[config.mk]
export PLATFORM = sky130hd
export DESIGN_NAME = bit_manip_unit
export DESIGN_NICKNAME = d
export VERILOG_FILES = /design/src/alu_isa_pkg.sv /design/src/fx_format_pkg.sv /design/src/bit_manip_unit.sv
export SDC_FILE = /design/constraint.sdc
export NUM_CORES = 1
export LEC_CHECK = 0
export ABC_AREA = 1
export BUFFER_PORTS_ARGS = -buffer_cell sky130_fd_sc_hd__buf_4
export CAP_MARGIN = 20
export CORE_MARGIN = 4
export CORE_UTILIZATION = 48
export DETAILED_ROUTE_END_ITERATION = 16
export PLACE_DENSITY_LB_ADDON = 0.3
export SYNTH_ARGS = -nofsm -noshare
export SYNTH_HDL_FRONTEND = slang
export SYNTH_SLANG_ARGS = --single-unit
export TNS_END_PERCENT = 50
[constraint.sdc]
create_clock -name vclk -period 6.1
set_clock_uncertainty 0.1 [all_clocks]
set_input_delay 0.61 -clock vclk [all_inputs]
set_output_delay 0.61 -clock vclk [all_outputs]
set_load 0.005 [all_outputs]
[src/alu_isa_pkg.sv]
package alu_isa_pkg;

    // ========================================================================
    // instruction set
    // ========================================================================
    // codes 4 and 8 to 15 are accepted and return zero.
    typedef enum logic [3:0] {
        OP_ADD_FX = 4'd0,
        OP_SUB_FX = 4'd1,
        OP_MUL_FX = 4'd2,
        OP_MAC    = 4'd3,
        OP_CLZ    = 4'd5,
        OP_LRCW   = 4'd6,
        OP_LFSR   = 4'd7
    } inst_t;

    // execution unit that serves an opcode.
    typedef enum logic {
        UNIT_ARITH = 1'b0,
        UNIT_BIT   = 1'b1
    } op_unit_t;

    localparam int LFSR_MAX_STEPS = 8;               // larger step counts give zero.

endpackage

[src/fx_format_pkg.sv]
package fx_format_pkg;

    // ========================================================================
    // fixed-point word formats
    // ========================================================================
    localparam int DATA_W         = 16;
    localparam int FRAC_W_DEFAULT = 10;                // q6.10 operands.

    localparam int WIDE_W  = DATA_W + 1;
    localparam int PROD_W  = 2 * DATA_W;
    localparam int ROUND_W = 22;

    // operand or result word.
    typedef logic signed [DATA_W-1:0]  fx_word_t;

    // sum or difference, one guard bit above the word.
    typedef logic signed [WIDE_W-1:0]  fx_wide_t;

    // full product or accumulator, q12.20.
    typedef logic signed [PROD_W-1:0]  fx_prod_t;

    // product after dropping the low fraction, q12.10.
    typedef logic signed [ROUND_W-1:0] fx_round_t;

    // bit count, 0 to 16.
    typedef logic [4:0] cnt_t;

    // ========================================================================
    // saturation limits
    // ========================================================================
    localparam fx_word_t FX_MAX = fx_word_t'({1'b0, {(DATA_W-1){1'b1}}});
    localparam fx_word_t FX_MIN = fx_word_t'({1'b1, {(DATA_W-1){1'b0}}});

endpackage
[src/bit_manip_unit.sv]
`timescale 1ns/1ps

module bit_manip_unit #(
    parameter int MAX_STEPS = alu_isa_pkg::LFSR_MAX_STEPS
) (
    input  alu_isa_pkg::inst_t      i_op,
    input  fx_format_pkg::fx_word_t i_op_a,
    input  fx_format_pkg::fx_word_t i_op_b,
    output fx_format_pkg::fx_word_t o_res
);

    import fx_format_pkg::*;
    import alu_isa_pkg::*;

    cnt_t     clz;
    cnt_t     pop;
    fx_word_t lrcw;
    fx_word_t lfsr;
    fx_word_t lfsr_stage [0:MAX_STEPS];

    // one shift of the x^16 + x^14 + x^13 + x^11 + 1 fibonacci register.
    function automatic fx_word_t lfsr_step(input fx_word_t v);
        return {v[DATA_W-2:0], v[15] ^ v[13] ^ v[12] ^ v[10]};
    endfunction

    // ========================================================================
    // leading zeros and popcount
    // ========================================================================
    always_comb begin
        clz = cnt_t'(DATA_W);                        // all zero.
        for (int i = 0; i < DATA_W; i++) begin
            if (i_op_a[i]) begin
                clz = cnt_t'(DATA_W - 1 - i);        // highest set bit wins.
            end
        end
    end

    always_comb begin
        pop = '0;
        for (int i = 0; i < DATA_W; i++) begin
            pop = pop + cnt_t'(i_op_a[i]);
        end
    end

    // ========================================================================
    // rotate with inversion
    // ========================================================================
    // b moves left by popcount(a), the bits pushed out return inverted at
    // the bottom. n = 16 leaves ~b, n = 0 leaves b.
    always_comb begin
        lrcw = (i_op_b << pop) | (~i_op_b >> (DATA_W - pop));
    end

    // ========================================================================
    // multi-step lfsr
    // ========================================================================
    always_comb begin
        lfsr_stage[0] = i_op_a;
        for (int k = 1; k <= MAX_STEPS; k++) begin
            lfsr_stage[k] = lfsr_step(lfsr_stage[k-1]);
        end

        lfsr = '0;                                   // negative or too many steps.
        for (int k = 0; k <= MAX_STEPS; k++) begin
            if (i_op_b == fx_word_t'(k)) begin
                lfsr = lfsr_stage[k];
            end
        end
    end

    always_comb begin
        case (i_op)
            OP_CLZ: begin
                o_res = fx_word_t'(clz);
            end
            OP_LRCW: begin
                o_res = lrcw;
            end
            OP_LFSR: begin
                o_res = lfsr;
            end
            default: begin
                o_res = '0;
            end
        endcase
    end

endmodule

## Yosys cells after proc, flatten, opt, wreduce, memory -nomap -nowiden

Index checks and enable logic that the tools add are counted.

| cells by class | value |
|---|---|
| add/subtract/negate cells | 16 |
| eq/ne operators | 11 |
| shifts and indexed selects | 2 |
| muxes and demuxes | 26 |
| bitwise operators | 26 |
| reductions and logical operators | 1 |

Operators by type and width:

| kind | count |
|---|---|
| $mux 16 | 9 |
| $mux 5 | 16 |
| $eq 16x4->1 const B | 4 |
| $add 5x5->5 | 11 |
| $pmux 16 s3 | 1 |
| $eq 16x3->1 const B | 2 |
| $shr 16x32->16 | 1 |
| $xor 1x1->1 | 24 |
| $eq 16x2->1 const B | 1 |
| $eq 16x5->1 const B | 1 |
| $logic_not 16->1 | 1 |
| $not 16->16 | 1 |
| $or 16x16->16 | 1 |
| $shl 16x5->16 | 1 |
| $eq 4x3->1 const B | 3 |
| $sub 5x5->6 const A | 1 |
| $add 4x1->5 | 1 |
| $add 3x1->4 | 1 |
| $add 2x1->3 | 1 |
| $add 1x1->2 | 1 |

| storage, ports and cells | value |
|---|---|
| register bits | 0 |
| input port bits | 36 |
| logic and storage cells | 82 |

## Depth between registers and ports, before layout

Gate-level depths: netlist of run 1.

| logic depth | value |
|---|---|
| word-level depth | 19 |
| gate-level depth with buffers | 33 |
| mapped depth without buffers | 31 |

## Worst setup path before layout of run 1

OpenSTA, ideal clock, no wires.

| timing | value |
|---|---|
| path type | input to output |
| start point | input i_op_a[9] |
| end point | output o_res[10] |
| data arrival time | 5.803 ns |
| data required time | 5.390 ns |
| path slack | -0.413 ns |
| stages on the path | 25 |
| path buffers | 3 |
| cell sequence | buf_2 -> inv_1 -> fa_1 -> inv_1 -> fa_1 -> inv_1 -> fa_1 -> fa_1 -> fa_1 -> fa_1 -> inv_1 -> ha_1 -> inv_1 -> fa_1 -> clkbuf_1 -> nand2_1 -> nand3_2 -> buf_4 -> nand2_1 -> nor2_1 -> nand2_1 -> and2_0 -> o22ai_1 -> nand2_1 -> nand2_1 |

| between the ends | value |
|---|---|
| cells in the longest elaborated chain, start to end | 11 |
| elaborated cells on any way between the ends | 20 |
| those cells by class | add/sub: 8; shift: 2; mux: 9; bitwise: 1 |

Ends and longest elaborated chain:

| item | line | source |
|---|---|---|
| from (decl) | bit_manip_unit.sv:7 | `input fx_format_pkg::fx_word_t i_op_a,` |
| $add 5x5->5 (7 in a row) | bit_manip_unit.sv:41 | `pop = pop + cnt_t'(i_op_a[i]);` |
| $sub 5x5->6 | bit_manip_unit.sv:51 | `lrcw = (i_op_b << pop) \| (~i_op_b >> (DATA_W - pop));` |
| $shr 16x32->16 | bit_manip_unit.sv:51 |  |
| $or 16x16->16 | bit_manip_unit.sv:51 |  |
| $pmux 16 s3 * | bit_manip_unit.sv:72 | `case (i_op)` |
| to (decl) | bit_manip_unit.sv:9 | `output fx_format_pkg::fx_word_t o_res` |

Every way passes the cells marked *; elsewhere a longest branch is shown, timed or not.

## Worst setup path after layout of run 1

| timing | value |
|---|---|
| start point | input i_op_a[6] |
| end point | output o_res[10] |

| between the ends | value |
|---|---|
| cells in the longest elaborated chain, start to end | 14 |
| elaborated cells on any way between the ends | 20 |
| those cells by class | add/sub: 11; shift: 2; mux: 6; bitwise: 1 |

Ends and longest elaborated chain:

| item | line |
|---|---|
| $add 5x5->5 (10 in a row) | bit_manip_unit.sv:41 |
| $sub 5x5->6 | bit_manip_unit.sv:51 |
| $shr 16x32->16 | bit_manip_unit.sv:51 |
| $or 16x16->16 | bit_manip_unit.sv:51 |
| $pmux 16 s3 * | bit_manip_unit.sv:72 |

Marked as above.

==> out/summary.txt, run 1 <==
post-route ant nets - 0
initial antenna violation count - 0
CP max FO - 6
nets - 981
commonest non-fill, non-tap cell in the layout - nand2_1
Syn. warnings - 0
initial cell density of the core - 0.490
min Tclk post-route - 6.57 ns
Most Frequent Cell on Critical Path - fa_1
failing checks - setup timing
clk_buf instances - 0
maximum clock rate - 0.152 GHz
Fillers - 877
pin slew with the least headroom to its limit - 0.880 ns
hpwl dp - 12.1 mm
count of different cell masters after synthesis - 43
ant diodes - 0
CP endpoint kind - primary output
Crit Path Class - in2out
Port Buf Inserts - 52
Fin. Hold Viols - 0
total routed wirelength - 15.4 mm
startpoint types - input pin
Mapped Area - 4260 um2
routed vias/inst - 5.64
synthesized area per cell - 5.20 um2
die area - 10400 um2
Min-Delay Path Class - in2out
average routed wire per standard cell - 15.2 um
max incr delay on CP - 0.57 ns
register area - 0 um2
Arrival @ worst endpoint - 5.86 ns
RSZ-0062 raised after global routing - yes
routability cong. - 1.06
Die Wd - 102 um
Layout area overhead - 28.2%
vias after detailed routing - 5733
Max Cap Viol - 0
core area - 8680 um2
final worst-path cycle share - 1.08
TNS Setup - -6.91 ns
syn nets - 889
WHS - 1.68 ns
initial detailed-routing violation count - 735
sequential cell count - 0
Overflow after GRT - 0
Final setup viols - 16
worst-path cell with the longest stage delay - fa_1
top-area cell type share of the netlist area - 0.242
total track usage - 0.297
Synth area leaders - nand2_1 24%, fa_1 10%, inv_1 8.6%
layout cells sized above 1 - 0.243
normalized max-slew margin - 0.409
run status - finished, violations left
Synth Instances - 818
row cnt - 34
IO Count - 52
PnR worst setup slack - -0.475 ns
total iterations of the first detailed-routing run - 5
chip height - 102 um
register area share after synthesis - 0
vias in the first global route - 5053
Max Slew Vio Count - 0
CP required - 5.39 ns
commonest non-fill, non-tap cells in the layout - 256 x nand2_1, 110 x buf_4, 89 x inv_1, 73 x nor2_1, 63 x a21oi_1
first-pass GRT wire length - 25.2 mm
# DRC - 0
largest net degree at the start of global routing - 26
cell accounting for the most synthesized area - nand2_1
-- synth_stat cells, types with 6 or more instances --
library cell,instances
nand2_1,274
inv_1,97
nor2_1,76
a21oi_1,65
nand3_1,63
o21ai_0,43
fa_1,22
buf_2,15
clkbuf_1,13
ha_1,13
inv_2,12
o22ai_1,12
nand4_1,11
o21ai_1,11
o211ai_1,9
or2_2,8
xnor2_1,7
nand2_2,6
-- routing by layer --
metal | share of wire | vias up | routed length (um) | track usage
met4 | 0.018 | 0 | 272 | 0.0283
met2 | 0.44 | 317 | 6810 | 0.466
met5 | 0 | - | 0 | 0
met1 | 0.43 | 2555 | 6710 | 0.444
met3 | 0.11 | 31 | 1650 | 0.0491
li1 | - | 2830 | - | -
-- final cells by class --
| type | instances | area [um2] | area share |
|---|---|---|---|
| multi-input cells | 676 | 3930 | 0.720 |
| well taps | 108 | 135 | 0.0248 |
| inverters | 110 | 428 | 0.0785 |
| repair buffers | 122 | 965 | 0.177 |
-- per-stage QoR --
| step | area (um2) | setup WS (ns) | instances | utilization |
|---|---|---|---|---|
| finish | 5450 | -0.475 | 1016 | 0.628 |
| detailed placement | 5080 | -0.745 | 1004 | 0.585 |
| global route | 5450 | -0.727 | 1016 | 0.628 |
| floorplan | 4310 | -0.194 | 818 | - |
| CTS | 5350 | -0.543 | 1013 | 0.617 |
| global placement | 5080 | -0.732 | 1004 | 0.585 |
-- timing repair --
item | CTS | global route
setup buffers | 6 | 3
endpoints found under the setup margin | 16 | 16
hold buffers | 0 | 0
gates cloned | 3 | 0
gates resized for setup | 52 | 26
pin swaps | 25 | 19
-- cells by family (layout without fill, tap and decap cells) --
group	after synthesis	in the layout	synth area share
mux	1	1	0.00235
simple gates	464	467	0.471
compound gates	158	158	0.206
buf+inv	145	232	0.142
xor+xnor	15	15	0.0362
fa+ha+maj	35	35	0.142
-- worst paths after layout --
path | startpoint | slack (ns) | endpoint | cells after the start
max | i_op_a[6] | -0.47 | o_res[10] | 25
min | i_op[0] | 1.68 | o_res[5] | 6
-- critical path: cells and delay by family --
family,cells,cell delay [ns]
AO/OA/AOI/OAI,1,0.11
buffers and inverters,7,0.64
AND/OR/NAND/NOR,10,1.06
adder cells (fa/ha/maj),7,3.44
Power of run 1 is left out: the tool's default activity adds up to more than one toggle a clock period on the data nets, which glitch-free logic cannot reach.
==> run 2, diff against run 1 <==
--- a/config.mk
+++ b/config.mk
@@ -12,6 +12,7 @@
 export CORE_UTILIZATION = 48
 export DETAILED_ROUTE_END_ITERATION = 16
 export PLACE_DENSITY_LB_ADDON = 0.3
+export RECOVER_POWER = 25
 export SYNTH_ARGS = -nofsm -noshare
 export SYNTH_HDL_FRONTEND = slang
 export SYNTH_SLANG_ARGS = --single-unit
==> constraint.sdc (replaced) <==
create_clock -name vclk -period 8.25
set_clock_uncertainty 0.1 [all_clocks]
set_input_delay 0.825 -clock vclk [all_inputs]
set_output_delay 0.825 -clock vclk [all_outputs]
set_load 0.005 [all_outputs]
==> out/summary.txt, run 2 (synthesis results as in run 1) <==
IO Count - 52
Layout area overhead - 8.97%
nets - 915
maximum clock rate - 0.131 GHz
RSZ-0062 raised after global routing - no
CP required - 7.32 ns
pin slew with the least headroom to its limit - 0.850 ns
row cnt - 34
normalized max-slew margin - 0.430
max incr delay on CP - 0.54 ns
total track usage - 0.270
initial antenna violation count - 0
average routed wire per standard cell - 14.9 um
total iterations of the first detailed-routing run - 6
hold depth - 6
routed vias/inst - 5.59
Max Slew Vio Count - 0
first-pass GRT wire length - 22.9 mm
initial cell density of the core - 0.490
CP max FO - 11
hold-fix buffers at CTS - 0
CP endpoint kind - primary output
TNS Setup - 0 ns
hold_sp - i_op_a[1]
# DRC - 0
total routed wirelength - 14.1 mm
Post-CTS Resized - 0
Max Cap Viol - 0
min Tclk post-route - 7.65 ns
die area - 10400 um2
largest net degree at the start of global routing - 26
Final setup viols - 0
hpwl dp - 11.6 mm
Min-Delay Path Class - in2out
sequential cell count - 0
Overflow after GRT - 0
Fin. Hold Viols - 0
commonest non-fill, non-tap cells in the layout - 276 x nand2_1, 98 x inv_1, 76 x nor2_1, 65 x a21oi_1, 63 x nand3_1
routability cong. - 0.991
vias in the first global route - 4678
ant diodes - 0
Setup Fix Bufs, Post-CTS - 0
Arrival @ worst endpoint - 6.73 ns
initial detailed-routing violation count - 561
Port Buf Inserts - 52
commonest non-fill, non-tap cell in the layout - nand2_1
Crit Path Class - in2out
startpoint types - input pin
layout cells sized above 1 - 0.121
vias after detailed routing - 5315
Most Frequent Cell on Critical Path - inv_1
Die Wd - 102 um
worst-path cell with the longest stage delay - fa_1
clk_buf instances - 0
register area - 0 um2
core area - 8680 um2
run status - complete, no violations
Min-Delay Endpoint - o_res[6]
final worst-path cycle share - 0.928
chip height - 102 um
post-route ant nets - 0
run 2: through the flow:
step	setup slack (ns)	hold slack, ns	std cells	area, um2	utilization
floorplan	1.31	1.73	818	4260	-
global placement	0.723	2.08	950	4640	0.535
detailed placement	0.645	2.08	950	4640	0.535
CTS	0.638	2.08	950	4640	0.535
global route	0.194	2.12	950	4640	0.534
finish	0.596	2.10	950	4640	0.534
run 2: how the worst max path moves through the flow:
stage,from,endpoint,slack [ns],cells past startpoint
global placement,i_op_a[1],o_res[0],0.72,26
finish,i_op_a[1],o_res[3],0.60,31
detailed placement,i_op_a[1],o_res[0],0.65,26
floorplan,i_op_a[9],o_res[10],1.31,25
CTS,i_op_a[1],o_res[0],0.64,26
global route,i_op_a[1],o_res[3],0.19,25
run 2: critical path: cells and delay by family:
family	cells	cell delay, ns
fa+ha+maj	8	3.53
buf+inv	11	1.13
simple gates	12	1.22
run 2: area by class of cell:
class	count	area, um2
Fill cell	973	4040
Inverter	110	414
Multi-Input combinational cell	673	3640
Tap cell	108	135
Timing Repair Buffer	59	443
run 2: metal layers:
metal / vias up / global-route usage / routed length (um)
met2: 282 / 0.422 / 6050
met4: 0 / 0.0848 / 542
met5: - / 0 / 0
met3: 38 / 0.0280 / 1420
met1: 2302 / 0.391 / 6130
li1: 2693 / - / -
Power of run 2 is left out for the same reason.
==> run 3, diff against run 2 <==
--- a/config.mk
+++ b/config.mk
@@ -12,7 +12,7 @@
 export CORE_UTILIZATION = 48
 export DETAILED_ROUTE_END_ITERATION = 16
 export PLACE_DENSITY_LB_ADDON = 0.3
-export RECOVER_POWER = 25
+export RECOVER_POWER = 100
 export SYNTH_ARGS = -nofsm -noshare
 export SYNTH_HDL_FRONTEND = slang
 export SYNTH_SLANG_ARGS = --single-unit
==> out/summary.txt, run 3 (synthesis results as in run 1) <==
pin slew with the least headroom to its limit - 0.820 ns
RSZ-0062 raised after global routing - no
total routed wirelength - 14.1 mm
Min-Delay Endpoint - o_res[6]
Worst path depth - 26
core area - 8680 um2
worst path bufs/invs - 8
max incr delay on CP - 0.54 ns
CP required - 7.32 ns
Final setup viols - 0
vias after detailed routing - 5353
largest net degree at the start of global routing - 26
commonest non-fill, non-tap cell in the layout - nand2_1
vias in the first global route - 4678
hold-fix buffers at CTS - 0
clk_buf instances - 0
nets - 915
sequential cell count - 0
# DRC - 0
routed vias/inst - 5.63
Die Wd - 102 um
final worst-path cycle share - 0.936
startpoint types - input pin
Min-Delay Path Class - in2out
min Tclk post-route - 7.73 ns
layout cells sized above 1 - 0.120
Arrival @ worst endpoint - 6.80 ns
IO Count - 52
Max Cap Viol - 0
Fin. Hold Viols - 0
row cnt - 34
post-route ant nets - 0
register area - 0 um2
Layout area overhead - 8.88%
chip height - 102 um
initial detailed-routing violation count - 558
Max Slew Vio Count - 0
total track usage - 0.270
average routed wire per standard cell - 14.9 um
CP endpoint kind - primary output
Overflow after GRT - 0
ant diodes - 0
commonest non-fill, non-tap cells in the layout - 276 x nand2_1, 98 x inv_1, 76 x nor2_1, 65 x a21oi_1, 63 x nand3_1
Setup Fix Bufs, Post-CTS - 0
initial cell density of the core - 0.490
first-pass GRT wire length - 22.9 mm
run status - complete, no violations
maximum clock rate - 0.129 GHz
hold depth - 6
Port Buf Inserts - 52
normalized max-slew margin - 0.450
worst-path cell with the longest stage delay - fa_1
routability cong. - 0.991
die area - 10400 um2
hpwl dp - 11.6 mm
TNS Setup - 0 ns
initial antenna violation count - 0
hold_sp - i_op_a[1]
total iterations of the first detailed-routing run - 7
cell family with most CP delay - adder cells
CP max FO - 24
Post-CTS Resized - 0
Crit Path Class - in2out
-- run 3: cell count changes in the layout (fill, tap and decap cells not counted) --
cell | previous run | this run
clkbuf_4 | 0 | 9
clkbuf_1 | 0 | 1
buf_4 | 59 | 49
o21ai_1 | 11 | 9
o21ai_0 | 43 | 45
-- run 3: through the flow --
stage          std cells  cell area (um2)  worst slack, ns  hold slack, ns   util
5_1_grt              950             4630            0.176            2.12  0.534
3_3_place_gp         950             4640            0.723            2.08  0.535
2_1_floorplan        818             4260             1.31            1.73      -
6_report             950             4630            0.524            2.10  0.534
3_5_place_dp         950             4640            0.645            2.08  0.535
4_1_cts              950             4640            0.638            2.08  0.535
-- run 3: layer usage --
layer,vias up,routed length [um],track usage
met4,0,524,0.0848
met3,36,1380,0.0280
met1,2333,6140,0.391
met2,289,6070,0.422
met5,-,0,0
li1,2695,-,-
-- run 3: area by class of cell --
cell class / instances / area (um2)
inverter: 110 / 414
fill: 974 / 4050
multi-input combinational: 673 / 3640
tap: 108 / 135
timing repair buffer: 59 / 439
-- run 3: worst max path at each step --
stage | from | to | slack (ns)
floorplan | i_op_a[9] | o_res[10] | 1.31
global placement | i_op_a[1] | o_res[0] | 0.72
detailed placement | i_op_a[1] | o_res[0] | 0.65
CTS | i_op_a[1] | o_res[0] | 0.64
global route | i_op_a[1] | o_res[0] | 0.18
finish | i_op_a[1] | o_res[0] | 0.52
Power of run 3 is left out for the same reason.
