File: config.mk
export PLATFORM = sky130hd
export DESIGN_NAME = alu_ctrl
export DESIGN_NICKNAME = d
export VERILOG_FILES = /design/src/alu_isa_pkg.sv /design/src/fx_format_pkg.sv /design/src/alu_ctrl.sv
export SDC_FILE = /design/constraint.sdc
export NUM_CORES = 1
export LEC_CHECK = 0
export BUFFER_PORTS_ARGS = -buffer_cell sky130_fd_sc_hd__buf_2
export CAP_MARGIN = 20
export CORE_MARGIN = 2
export CORE_UTILIZATION = 45
export CTS_CLUSTER_DIAMETER = 50
export DETAILED_ROUTE_END_ITERATION = 8
export PLACE_DENSITY_LB_ADDON = 0.05
export SLEW_MARGIN = 25
export SYNTH_ARGS = -nofsm -noshare
export SYNTH_HDL_FRONTEND = slang
export SYNTH_SLANG_ARGS = --single-unit
export TNS_END_PERCENT = 5
File: constraint.sdc
create_clock -name i_clk -period 2.1 [get_ports i_clk]
set_input_delay 0.42 -clock i_clk [delete_from_list [all_inputs] [get_ports i_clk]]
set_output_delay 0.42 -clock i_clk [all_outputs]
set_load 0.005 [all_outputs]
File: src/alu_isa_pkg.sv
package alu_isa_pkg;

    // ========================================================================
    // instruction set
    // ========================================================================
    // codes 4 and 8 to 15 are accepted and return zero.
    typedef enum logic [3:0] {
        OP_ADD_FX = 4'd0,
        OP_SUB_FX = 4'd1,
        OP_MUL_FX = 4'd2,
        OP_MAC    = 4'd3,
        OP_CLZ    = 4'd5,
        OP_LRCW   = 4'd6,
        OP_LFSR   = 4'd7
    } inst_t;

    // execution unit that serves an opcode.
    typedef enum logic {
        UNIT_ARITH = 1'b0,
        UNIT_BIT   = 1'b1
    } op_unit_t;

    localparam int LFSR_MAX_STEPS = 8;               // larger step counts give zero.

endpackage

File: src/fx_format_pkg.sv
package fx_format_pkg;

    // ========================================================================
    // fixed-point word formats
    // ========================================================================
    localparam int DATA_W         = 16;
    localparam int FRAC_W_DEFAULT = 10;                // q6.10 operands.

    localparam int WIDE_W  = DATA_W + 1;
    localparam int PROD_W  = 2 * DATA_W;
    localparam int ROUND_W = 22;

    // operand or result word.
    typedef logic signed [DATA_W-1:0]  fx_word_t;

    // sum or difference, one guard bit above the word.
    typedef logic signed [WIDE_W-1:0]  fx_wide_t;

    // full product or accumulator, q12.20.
    typedef logic signed [PROD_W-1:0]  fx_prod_t;

    // product after dropping the low fraction, q12.10.
    typedef logic signed [ROUND_W-1:0] fx_round_t;

    // bit count, 0 to 16.
    typedef logic [4:0] cnt_t;

    // ========================================================================
    // saturation limits
    // ========================================================================
    localparam fx_word_t FX_MAX = fx_word_t'({1'b0, {(DATA_W-1){1'b1}}});
    localparam fx_word_t FX_MIN = fx_word_t'({1'b1, {(DATA_W-1){1'b0}}});

endpackage
File: src/alu_ctrl.sv
`timescale 1ns/1ps

module alu_ctrl (
    input  logic                    i_clk,
    input  logic                    i_rst_n,
    input  fx_format_pkg::fx_word_t i_data_a,
    input  fx_format_pkg::fx_word_t i_data_b,
    input  alu_isa_pkg::inst_t      i_inst,
    input  fx_format_pkg::fx_word_t i_arith_res,
    input  fx_format_pkg::fx_word_t i_bit_res,
    output fx_format_pkg::fx_word_t o_op_a,
    output fx_format_pkg::fx_word_t o_op_b,
    output alu_isa_pkg::inst_t      o_op,
    output logic                    o_busy,
    output logic                    o_valid,
    output fx_format_pkg::fx_word_t o_data
);

    import fx_format_pkg::*;
    import alu_isa_pkg::*;

    typedef enum logic [1:0] {
        WAIT,
        CAPTURE,
        EXECUTE,
        RESULT
    } state_t;

    state_t   state;
    state_t   state_nxt;
    logic     busy_q;
    logic     valid_q;
    fx_word_t data_q;
    fx_word_t op_a_q;
    fx_word_t op_b_q;
    inst_t    op_q;
    op_unit_t unit_sel;
    logic     op_used;
    fx_word_t res_sel;

    // ========================================================================
    // handshake FSM
    // ========================================================================
    always_comb begin
        case (state)
            WAIT:    state_nxt = CAPTURE;            // only left once after reset.
            CAPTURE: state_nxt = EXECUTE;
            EXECUTE: state_nxt = RESULT;
            default: state_nxt = CAPTURE;
        endcase
    end

    always_ff @(posedge i_clk or negedge i_rst_n) begin
        if (!i_rst_n) begin
            state   <= WAIT;
            busy_q  <= 1'b1;
            valid_q <= 1'b0;
            data_q  <= '0;
        end
        else begin
            state   <= state_nxt;
            busy_q  <= (state_nxt != CAPTURE);
            valid_q <= (state_nxt == RESULT);
            if (state == EXECUTE) begin
                data_q <= res_sel;                   // held until the next result.
            end
        end
    end

    // operands are sampled at the edge that ends a not-busy cycle.
    always_ff @(posedge i_clk) begin
        if (!busy_q) begin
            op_a_q <= i_data_a;
            op_b_q <= i_data_b;
            op_q   <= i_inst;
        end
    end

    // ========================================================================
    // result select
    // ========================================================================
    always_comb begin
        unit_sel = UNIT_ARITH;
        op_used  = 1'b1;
        case (op_q)
            OP_ADD_FX, OP_SUB_FX, OP_MUL_FX, OP_MAC: begin
                unit_sel = UNIT_ARITH;
            end
            OP_CLZ, OP_LRCW, OP_LFSR: begin
                unit_sel = UNIT_BIT;
            end
            default: begin
                op_used = 1'b0;                      // unused code.
            end
        endcase

        if (!op_used) begin
            res_sel = '0;
        end
        else if (unit_sel == UNIT_BIT) begin
            res_sel = i_bit_res;
        end
        else begin
            res_sel = i_arith_res;
        end
    end

    assign o_op_a  = op_a_q;
    assign o_op_b  = op_b_q;
    assign o_op    = op_q;
    assign o_busy  = busy_q;
    assign o_valid = valid_q;
    assign o_data  = data_q;

    a_valid_in_busy: assert property (
        @(posedge i_clk) disable iff (!i_rst_n) o_valid |-> o_busy
    ) else $error("alu_ctrl o_valid high while o_busy low");

    a_valid_single: assert property (
        @(posedge i_clk) disable iff (!i_rst_n) o_valid |=> !o_valid
    ) else $error("alu_ctrl o_valid high for two cycles");

endmodule

### After elaboration in Yosys (flattened, before gate mapping)

Cells that the tools add are included.

| storage, ports and cells | value |
|---|---|
| register bits | 56 |
| output and inout bits | 54 |
| logic and storage cells | 25 |

| operators by class | value |
|---|---|
| eq/ne operators | 10 |
| muxes and demuxes | 5 |
| reduce and logical (&&, ||, !) cells | 3 |

Operator list:

| cell | number |
|---|---|
| 2-to-1 mux 16 bit | 2 |
| == test 4 x 3 -> 1 bit (second input constant) | 3 |
| == test 4 x 2 -> 1 bit (second input constant) | 2 |
| OR reduction 7 bit | 1 |
| == test 2 bit (second input constant) | 2 |
| == test 4 x 1 -> 1 bit (second input constant) | 1 |
| zero test 4 bit | 1 |
| one-hot mux 2 bit (2 select lines) | 1 |
| OR reduction 3 bit | 1 |
| == test 2 x 1 -> 1 bit (second input constant) | 1 |
| 2-to-1 mux 1 bit | 2 |
| inequality test 2 x 1 -> 1 bit (second input constant) | 1 |

### Logic depth before layout (Yosys ltp)

Gate-level depths: netlist (run 1).

| depth | value |
|---|---|
| depth in word-level cells | 5 |
| depth in mapped cells | 6 |
| depth with buffers taken out | 4 |

### Worst setup path after synthesis (run 1)

Ideal clock, no wire load.

| path | value |
|---|---|
| path type | reg2reg |
| from | register busy_q, in the netlist o_busy |
| to | register op_q[0], in the netlist o_op[0] (enable) |
| library setup time | 0.391 ns |
| arrival | 1.068 ns |
| required time | 1.709 ns |
| slack | 0.642 ns |
| cell stages (with the launch flop) | 2 |
| buffers on the path | 0 |
| period minus slack after synthesis | 1.458 ns |
| cell sequence | dfstp_2 -> inv_1 |

RTL lines:

| item | RTL line | text |
|---|---|---|
| start: declaration | alu_ctrl.sv:31 | `logic busy_q;` |
| start signal: assignment | alu_ctrl.sv:62 | `busy_q <= (state_nxt != CAPTURE);` |
| end signal: assignment | alu_ctrl.sv:75 | `op_q <= i_inst;` |
| end: declaration | alu_ctrl.sv:36 | `inst_t op_q;` |

No word-level cell between the ends.

### Worst setup path after layout (run 1)

| path | value |
|---|---|
| from | register state[0] |
| to | register data_q[5], in the netlist o_data[5] |

| on the way | value |
|---|---|
| word-level cells in the longest chain between the ends | 1 |

RTL lines:

| item | RTL line | text |
|---|---|---|
| start: declaration | alu_ctrl.sv:29 | `state_t state;` |
| start signal: assignment | alu_ctrl.sv:61 | `state <= state_nxt;` |
| == test 2 bit | alu_ctrl.sv:64 | `if (state == EXECUTE) begin` |
| end signal: assignment | alu_ctrl.sv:65 | `data_q <= res_sel;` |
| end: declaration | alu_ctrl.sv:33 | `fx_word_t data_q;` |

Every way passes these cells.
A chain may end at the register's enable or synchronous reset.

==> out/metrics.yaml, run 1 <==
global_route:
  grt-busiest-layer: "met2"
  grt_usage_pct: 16.0
  overflow: 0
  met1_usage_pct: 18.4
  grt_pass1_wl_mm: 6.17
  grtUsageMet3_pct: 7.83
  antenna_found_initial: 0
  grt_max_degree: 24
  use_met2_pct: 26.3
  grt_pass1_vias: 1409
critical_path:
  reg2reg_slack_ns: 0.62
  critPathMaxStageDelay_ns: 0.47
  cp_cell_sequence: "inv_1 > ha_1 > nand3b_1 > o22ai_1"
  crit_type: "flip-flop to flip-flop"
  required_ns: 2.31
  path_buf_inv: 1
  r2r-start: "state[0]"
  start_kind: "flip-flop"
  critPathLaunch: "state[0]"
  endpoint_kind: "flip-flop"
  slowest_stage: "nand3b_1"
  critical-path-top-delay-family: "simple AND/OR/NAND/NOR gates"
  arrival_ns: 1.69
  crit_path_max_fanout: 16
synth:
  yosys_warnings: 0
  ys_seq_elements: 56
  netlist_area_mm2: 0.00203
  synth_top_area_share_pct: 53.2
  ys_seq_area_share_pct: 77.9
  netlist_instances: 121
  synth_cell_types: 16
  synth_top_area_cell: "edfxtp_1"
  syn_area_per_cell_um2: 16.8
  synth_nets: 194
  ys_top_cells_by_area: "edfxtp_1 (53%), dfrtp_1 (23%), mux2i_1 (7.9%), o22ai_1 (4.9%), inv_1 (3.9%)"
final_layout:
  area_delta_synth_final_pct: 38.1
  final_cell_mix: "buf_2 (123), edfxtp_1 (36), inv_1 (21)"
  layout-drive-gt1-share_pct: 54.2
  final_nets: 323
  n_antenna_cell: 0
  final_common_cell: "buf_2"
floorplanning:
  initial_core_util_pct: 46.7
  die_x_um: 71.2
  fp.dieH_um: 71.2
  ioPinCount: 124
  num_rows: 24
  fp.coreArea_mm2: 0.00435
  dieArea_mm2: 0.00507
placement:
  gp_congestion: 0.732
  dpl.hpwl_mm: 2.97
  dpl_worst_slack_ns: 0.614
  portBuffers: 123
clocking:
  cts_max_level: 2
  clkLatencyLatePin_ns: 0.30
  numCtsBuffers: 5
  cts_setup_buffers: 0
  clock-sinks: 56
  clock-root-buffer: "clkbuf_8"
  path_clk_slew_ns: 0.09
  clk_path_buf_depth: 2
  cts_tree: "yes"
  ctsHoldBuffers: 0
  cts_resized: 0
routing:
  ant_nets: 0
  wl_per_cell_um: 13.2
  drt_iter0_markers: 47
  vias_per_cell: 4.62
  num_vias: 1401
  drc_errors: 0
  drt_pass1_iterations: 4
  routed_wl_mm: 4.00
timing:
  hold_viol: 0
  max_freq_mhz: 677
  finalClockSkew_ns: 0.00675
  rsz0062_at_grt: "false"
  slew_headroom_pct: 55.6
  finalSetupViolations: 0
  slew_viol_final: 0
  timing.final.crit_share_pct: 70.4
  fin_crit_ns: 1.48
  tightest_slew_ns: 0.663
  fin_ws_ns: 0.622
  setup-tns-final_ns: 0
run:
  maxCapViolCount: 0
min_path:
  hold_class: "input port to async pin"
status:
  status: "finished clean"
power:
  ir_drop_v: 0.000516
  p_leak_nw: 1.39
  powerDensity_mw_per_mm2: 715
[sequential cells by signal, indices dropped and copies added, names as in the netlist]
name and flops:
o_busy 1, o_data 16, o_op 4, o_op_a 16
o_op_b 16, o_valid 1, state 2
[Yosys cell counts, drive strengths merged]
master	number
buf	3
nand2	1
mux2i	16
inv	21
clkbuf	2
dfrtp	19
ha	3
edfxtp	36
o22ai	16
nor3b	1
nand3b	1
nor2	1
dfstp	1
[path summary, 6_finish.rpt]
path,endpoint,cells after the start
max in group asynchronous,o_busy,1
min in group i_clk,o_op[3],1
min reg2reg,o_data[11],2
max reg2reg,o_data[5],4
max,o_data[5],4
min,o_data[2],1
[per-stage QoR]
stage | cell area (um^2) | cells | power [mW] | hold WS [ns] | utilization, %
3_3_place_gp | 2700 | 295 | 1.35 | 0.385 | 62.0
4_1_cts | 2810 | 303 | 2.02 | 0.0536 | 64.4
2_1_floorplan | 2030 | 121 | 1.26 | 0.124 | -
5_1_grt | 2810 | 303 | 2.08 | 0.0665 | 64.4
6_report | 2810 | 303 | 2.00 | 0.0430 | 64.4
3_5_place_dp | 2700 | 295 | 1.35 | 0.389 | 62.0
[cell families after synthesis]
group | synth area share, %
flip-flops | 77.9
buffers and inverters | 6.10
AND/OR/NAND/NOR | 1.35
AO/OA/AOI/OAI | 4.93
adder cells (fa/ha/maj) | 1.85
multiplexers | 7.88
[worst reg2reg max path, cell delays in order, from the launching register on]
cell and delay (ns):
dfrtp_1 0.39, inv_1 0.08, ha_1 0.16, nand3b_1 0.47
o22ai_1 0.30
[where the power goes]
group / leakage [nW] / switching [mW] / internal (mW)
sequential: 0.639 / 0.00949 / 1.19
clock: 0.0552 / 0.326 / 0.354
combinational: 0.698 / 0.0464 / 0.0749
[per-layer routing]
layer | up-vias | share of wire [%]
met1 | 633 | 39
met2 | 75 | 47
li1 | 686 | -
met3 | 7 | 12
met4 | 0 | 1.3
met5 | - | 0
[cell type report]
type                            instances  area [um^2]
Clock buffer                            6         72.6
Clock inverter                          2         35.0
Fill cell                             349         1550
Inverter                               21         78.8
Multi-Input combinational cell         39          325
Sequential cell                        56         1580
Tap cell                               52         65.1
Timing Repair Buffer                  127          646
No activity file was read; power rests on OpenSTA's default activity.
==> run 2, diff against run 1 <==
Settings changed: CORE_UTILIZATION 45 to 42.
Clock period 2.1 ns to 1.5 ns, I/O delays scaled along.
==> run 2 against run 1 <==
Worst hold slack gained 0.13 ns. Combinational power grew 41%. First-iteration DRC count is 51% lower. Critical path depth unchanged. Routed wire length is 5.4% lower. Non-clock buffer count grew 1. Critical endpoint is now o_data[7].
==> out/metrics.yaml, run 2 (same netlist as run 1, synthesis figures left out) <==
power:
  switching_share_pct: 19.8  # +0.80 points
  switching_power_uw: 518  # +36%
  p_comb_share_pct: 6.6  # +0.6 points
  p_leak_nw: 1.40  # +0.63%
  clockPowerShare_pct: 29.0  # -4.9 points
  ir_drop_v: 0.000628  # +22%
  p_int_mw: 2.09  # +29%
  power_frac_seq_pct: 64.5  # +4.5 points
  powerDensity_mw_per_mm2: 921  # +29%
routing:
  wl_met1_mm: 1.42  # -8.8%
  drt_iter0_markers: 23  # -51%
  routed_wl_mm: 3.78  # -5.4%
  dr_wl_met3_um: 420  # -15%
  vias_per_cell: 4.54  # -1.8%
  drc_errors: 0  # unchanged
  routed.top_layer: "met4"
  drt_pass1_iterations: 4  # unchanged
  wl_per_cell_um: 12.4  # -6.3%
  num_vias: 1389  # -0.86%
  wl_met2_mm: 1.91  # +1.0%
  ant_nets: 0  # unchanged
placement:
  portBuffers: 123  # unchanged
  gp_congestion: 0.691  # -5.7%
  place_area_mm2: 0.00274  # +1.7%
  dpl.hpwl_mm: 2.74  # -7.6%
clocking:
  clk_path_buf_depth: 2  # unchanged
  cts_tree: "yes"
  clkLatencyLatePin_ns: 0.30  # about the same
  cts_setup_buffers: 0  # unchanged
  cts_max_level: 2  # unchanged
  path_clk_slew_ns: 0.09  # about the same
  numCtsBuffers: 5  # unchanged
  clock-root-buffer: "clkbuf_8"
  clock-sinks: 56  # unchanged
critical_path:
  r2r-start: "o_op[3]"
  required_ns: 1.68  # -0.63 ns
  crit_type: "flip-flop to flip-flop"
  start_kind: "flip-flop"
  crit_path_max_fanout: 16  # unchanged
  endpoint_kind: "flip-flop"
  arrival_ns: 1.47  # -0.22 ns
  critPathLaunch: "o_op[3]"
timing:
  finalClockSkew_ns: 0.00741  # +0.000654 ns
  fin_crit_ns: 1.29  # -0.188 ns
  slew_headroom_pct: 69.8  # +14 points
  max_freq_mhz: 775  # +15%
  timing.final.crit_share_pct: 86.0  # +16 points
  tightest_slew_ns: 0.453  # -0.211 ns
  rsz0062_at_grt: "false"
  slew_viol_final: 0  # unchanged
  setup-tns-final_ns: 0  # unchanged
  finalSetupViolations: 0  # unchanged
  hold_viol: 0  # unchanged
final_layout:
  final_nets: 324  # +0.31%
  n_antenna_cell: 0  # unchanged
  final_cell_mix: "buf_2 (123), edfxtp_1 (36), inv_1 (21)"
  multi_input_area_um2: 332  # +1.9%
  seq_area_mm2: 0.00158  # unchanged
  layout-drive-gt1-share_pct: 54.0  # -0.22 points
  final_common_cell: "buf_2"
  design_area_mm2: 0.00284  # +1.1%
  fillers: 388  # +11%
  area_delta_synth_final_pct: 39.6
floorplanning:
  ioPinCount: 124  # unchanged
  dieArea_mm2: 0.00541  # +6.7%
  fp.coreArea_mm2: 0.00469  # +7.8%
  num_rows: 25  # +4.2%
  initial_core_util_pct: 43.3  # -3.4 points
  die_x_um: 73.6  # +3.3%
  fp.dieH_um: 73.6  # +3.3%
global_route:
  grt_pass1_vias: 1283  # -8.9%
  antenna_found_initial: 0  # unchanged
  grt_usage_pct: 13.5  # -2.5 points
  grt_pass1_wl_mm: 5.48  # -11%
  overflow: 0  # unchanged
  grt_max_degree: 33  # +38%
run:
  maxCapViolCount: 0  # unchanged
min_path:
  hold_start: "i_inst[2]"
  hold_class: "input port to flip-flop"
status:
  status: "finished clean"
[run 2: cell count changes in the layout (fill, tap and decap cells not counted), sizes merged]
cell / before / now
clkinv: 1 / 2
bufinv: 1 / 0
dlygate4sd3: 0 / 1
clkinvlp: 0 / 1
clkbuf: 6 / 5
[run 2: final timing paths]
kind                            slack, ns         end  depth (start not counted)
worst min register to register       0.53  o_data[10]                          2
worst max register to register       0.21   o_data[7]                          4
worst max-delay path                 0.21   o_data[7]                          4
min in group asynchronous            0.47  o_data[15]                          2
max in group asynchronous            0.69      o_busy                          2
worst min-delay path                 0.17     o_op[2]                          1
[run 2: cell type report]
cell class                      count  share of cell area (%)
Clock inverter                      3                   0.485
Sequential cell                    56                    55.8
Inverter                           21                    2.78
Timing Repair Buffer              128                    24.4
Tap cell                           54                    2.38
Clock buffer                        5                    2.43
Multi-Input combinational cell     39                    11.7
[run 2: through the flow]
step / cells / power, mW / utilization (%) / worst slack [ns] / hold WS (ns)
2_1_floorplan: 121 / 1.76 / - / 0.0419 / 0.00441
3_3_place_gp: 297 / 1.89 / 58.5 / 0.237 / 0.280
3_5_place_dp: 297 / 1.89 / 58.5 / 0.201 / 0.282
4_1_cts: 306 / 2.66 / 60.5 / 0.190 / 0.155
5_1_grt: 306 / 2.72 / 60.5 / 0.0941 / 0.150
6_report: 306 / 2.61 / 60.5 / 0.210 / 0.171
[run 2: power groups by stage]
stage / sequential [mW] / combinational, mW / clock [mW]
after floorplan: 1.72 / 0.0397 / 0
after global placement: 1.72 / 0.171 / 0
after detailed placement: 1.72 / 0.172 / 0
after CTS: 1.68 / 0.174 / 0.799
after global routing: 1.69 / 0.194 / 0.842
final: 1.68 / 0.171 / 0.757
[run 2: per-layer routing]
metal	vias up	track usage (%)
met1	628	14.2
met5	-	0
li1	684	-
met3	4	7.13
met4	0	4.24
met2	73	23.2
[run 2: timing repair]
item / in CTS / in global routing
resized for setup: 0 / 0
hold endpoints to repair: 19 / 0
hold buffers: 1 / 0
endpoints found under the setup margin: 0 / 0
[run 2: worst max-delay path, cell delays in order (launching register included)]
cell and delay (ns):
edfxtp_1 0.44, nor3b_4 0.24, buf_12 0.19, mux2i_1 0.20
o22ai_1 0.08
==> run 3, diff against run 2 <==
Settings changed: BUFFER_PORTS_ARGS -buffer_cell sky130_fd_sc_hd__buf_2 to -buffer_cell sky130_fd_sc_hd__clkbuf_2, GPL_ROUTABILITY_DRIVEN set to 0.
==> run 3 against run 2 <==
Cell area grew 1.2%. Routed wire length up 0.16%. Critical path depth stayed put. Combinational power barely moved. Setup slack lost 0.010 ns. Total power increased by 8.5%. Sequential share of layout area is 0.66 points lower. Fmax decreased by 0.78%. Largest cell class unchanged. Largest power group unchanged. Highest routed layer unchanged.
==> out/metrics.yaml, run 3 (same netlist as run 1, synthesis figures left out) <==
timing:
  slew_viol_final: 0  # unchanged
  max_freq_mhz: 769  # -0.78%
  fin_hold_ws_ns: 0.164  # -0.00627 ns
  fin_ws_ns: 0.200  # -0.0102 ns
  tightest_slew_ns: 0.497  # +0.0438 ns
  finalClockSkew_ns: 0.00316  # -0.00425 ns
  rsz0062_at_grt: "false"
  finalSetupViolations: 0  # unchanged
  hold_viol: 0  # unchanged
  setup-tns-final_ns: 0  # unchanged
  fin_crit_ns: 1.30  # +0.0102 ns
  slew_headroom_pct: 66.9  # -2.9 points
  timing.final.crit_share_pct: 86.7  # +0.68 points
clocking:
  path_clk_slew_ns: 0.10  # about the same
  cts_resized: 0  # unchanged
  cts_setup_buffers: 0  # unchanged
  numCtsBuffers: 5  # unchanged
  cts_tree: "yes"
  clk_path_buf_depth: 2  # unchanged
  clock-sinks: 56  # unchanged
  cts_max_level: 2  # unchanged
  clock-root-buffer: "clkbuf_8"
  clkLatencyLatePin_ns: 0.30  # about the same
critical_path:
  crit_type: "flip-flop to flip-flop"
  start_kind: "flip-flop"
  slowest_stage: "edfxtp_1"
  crit_path_max_fanout: 16  # unchanged
  critPathMaxStageDelay_ns: 0.45  # about the same
  r2r-start: "o_op[3]"
  reg2reg_slack_ns: 0.20  # about the same
  reg2reg_to: "o_data[8]"
  arrival_ns: 1.49  # +0.02 ns
  reg2reg_depth: 4  # unchanged
  critPathLaunch: "o_op[3]"
  endpoint_kind: "flip-flop"
  required_ns: 1.69  # about the same
  cp_cell_sequence: "nor3b_4 > buf_12 > mux2i_1 > o22ai_1"
status:
  status: "finished clean"
final_layout:
  fin_util_pct: 61.2  # +0.72 points
  area_delta_synth_final_pct: 41.3
  n_antenna_cell: 0  # unchanged
  fillers: 382  # -1.5%
  layout-drive-gt1-share_pct: 54.4  # +0.40 points
  design_area_mm2: 0.00287  # +1.2%
  final_common_cell: "clkbuf_2"
  final_cell_mix: "clkbuf_2 (123), edfxtp_1 (36), inv_1 (21)"
  final_nets: 324  # unchanged
power:
  power_frac_seq_pct: 59.4  # -5.1 points
  p_leak_nw: 1.43  # +2.2%
  clockPowerShare_pct: 34.5  # +5.5 points
  powerDensity_mw_per_mm2: 988  # +7.2%
  switching_power_uw: 554  # +6.8%
  p_comb_share_pct: 6.1  # -0.5 points
  p_int_mw: 2.28  # +8.9%
  switching_share_pct: 19.5  # -0.31 points
  ir_drop_v: 0.000676  # +7.6%
min_path:
  whs_endpoint: "o_op_a[9]"
  hold_class: "input port to flip-flop"
  hold_start: "i_data_a[9]"
  hold_depth: 1  # unchanged
routing:
  drt_iter0_markers: 24  # +4.3%
  drt_pass1_iterations: 4  # unchanged
  routed_wl_mm: 3.79  # +0.16%
  wl_per_cell_um: 12.4  # +0.16%
  vias_per_cell: 4.48  # -1.4%
  drc_errors: 0  # unchanged
  ant_nets: 0  # unchanged
  num_vias: 1370  # -1.4%
placement:
  place_area_mm2: 0.00274  # unchanged
  dpl.hpwl_mm: 2.86  # +4.2%
  dpl_worst_slack_ns: 0.193  # -0.00748 ns
  portBuffers: 123  # unchanged
global_route:
  grt-busiest-layer: "met2"
  grt_pass1_vias: 1312  # +2.3%
  overflow: 0  # unchanged
  met1_usage_pct: 14.1  # -0.065 points
  use_met2_pct: 23.4  # +0.20 points
  antenna_found_initial: 0  # unchanged
  grtUsageMet3_pct: 7.68  # +0.55 points
  grt_pass1_wl_mm: 5.55  # +1.3%
  grt_usage_pct: 13.7  # +0.24 points
  grt_max_degree: 33  # unchanged
floorplanning:
  die_x_um: 73.6  # unchanged
  initial_core_util_pct: 43.3  # unchanged
  dieArea_mm2: 0.00541  # unchanged
  num_rows: 25  # unchanged
  ioPinCount: 124  # unchanged
  fp.coreArea_mm2: 0.00469  # unchanged
  fp.dieH_um: 73.6  # unchanged
run:
  maxCapViolCount: 0  # unchanged
-- run 3: cell types whose count changed in the layout (fill, tap and decap cells not counted), sizes merged --
cell / previous run / this run
buf: 127 / 4
bufinv: 0 / 1
clkbuf: 5 / 128
clkinvlp: 1 / 0
-- run 3: critical path, delay by kind of cell, from the launching register on --
kind            cells  cell delay [ns]
mux                 1             0.20
simple gates        1             0.25
compound gates      1             0.09
flops               1             0.45
buf+inv             1             0.20
-- run 3: stage by stage --
stage,power (mW),std cells
3_3_place_gp,1.89,297
3_5_place_dp,1.89,297
4_1_cts,2.88,306
6_report,2.84,306
5_1_grt,2.95,306
2_1_floorplan,1.76,121
-- run 3: final cells by class --
type / count / area [um^2] / area share (%)
clock buffers: 5 / 68.8 / 2.40
clock inverters: 3 / 47.5 / 1.66
inverters: 21 / 78.8 / 2.75
multi-input cells: 39 / 332 / 11.6
flip-flops and latches: 56 / 1580 / 55.1
well taps: 54 / 67.6 / 2.35
repair buffers: 128 / 693 / 24.1
-- run 3: power groups by stage --
stage	logic (mW)	registers [mW]	clock network [mW]
CTS	0.175	1.69	1.02
finish	0.172	1.69	0.978
global placement	0.172	1.72	0
floorplan	0.0397	1.72	0
global route	0.195	1.69	1.06
detailed placement	0.172	1.72	0
-- run 3: how the worst max path moves through the flow --
stage	to	slack (ns)
after floorplan	o_op[0]	0.04
after global placement	o_data[12]	0.23
after detailed placement	o_data[7]	0.19
after CTS	o_data[7]	0.19
after global routing	o_data[6]	0.06
final	o_data[8]	0.20
-- run 3: routing by layer --
metal	up-vias	part of all wire (%)
li1	689	-
met1	602	36
met2	74	51
met3	5	12
met4	0	0.90
met5	-	0
-- run 3: what timing repair did --
item	CTS	global route
setup endpoints to repair	0	0
hold buffers	1	0
endpoints found under the hold margin	19	0
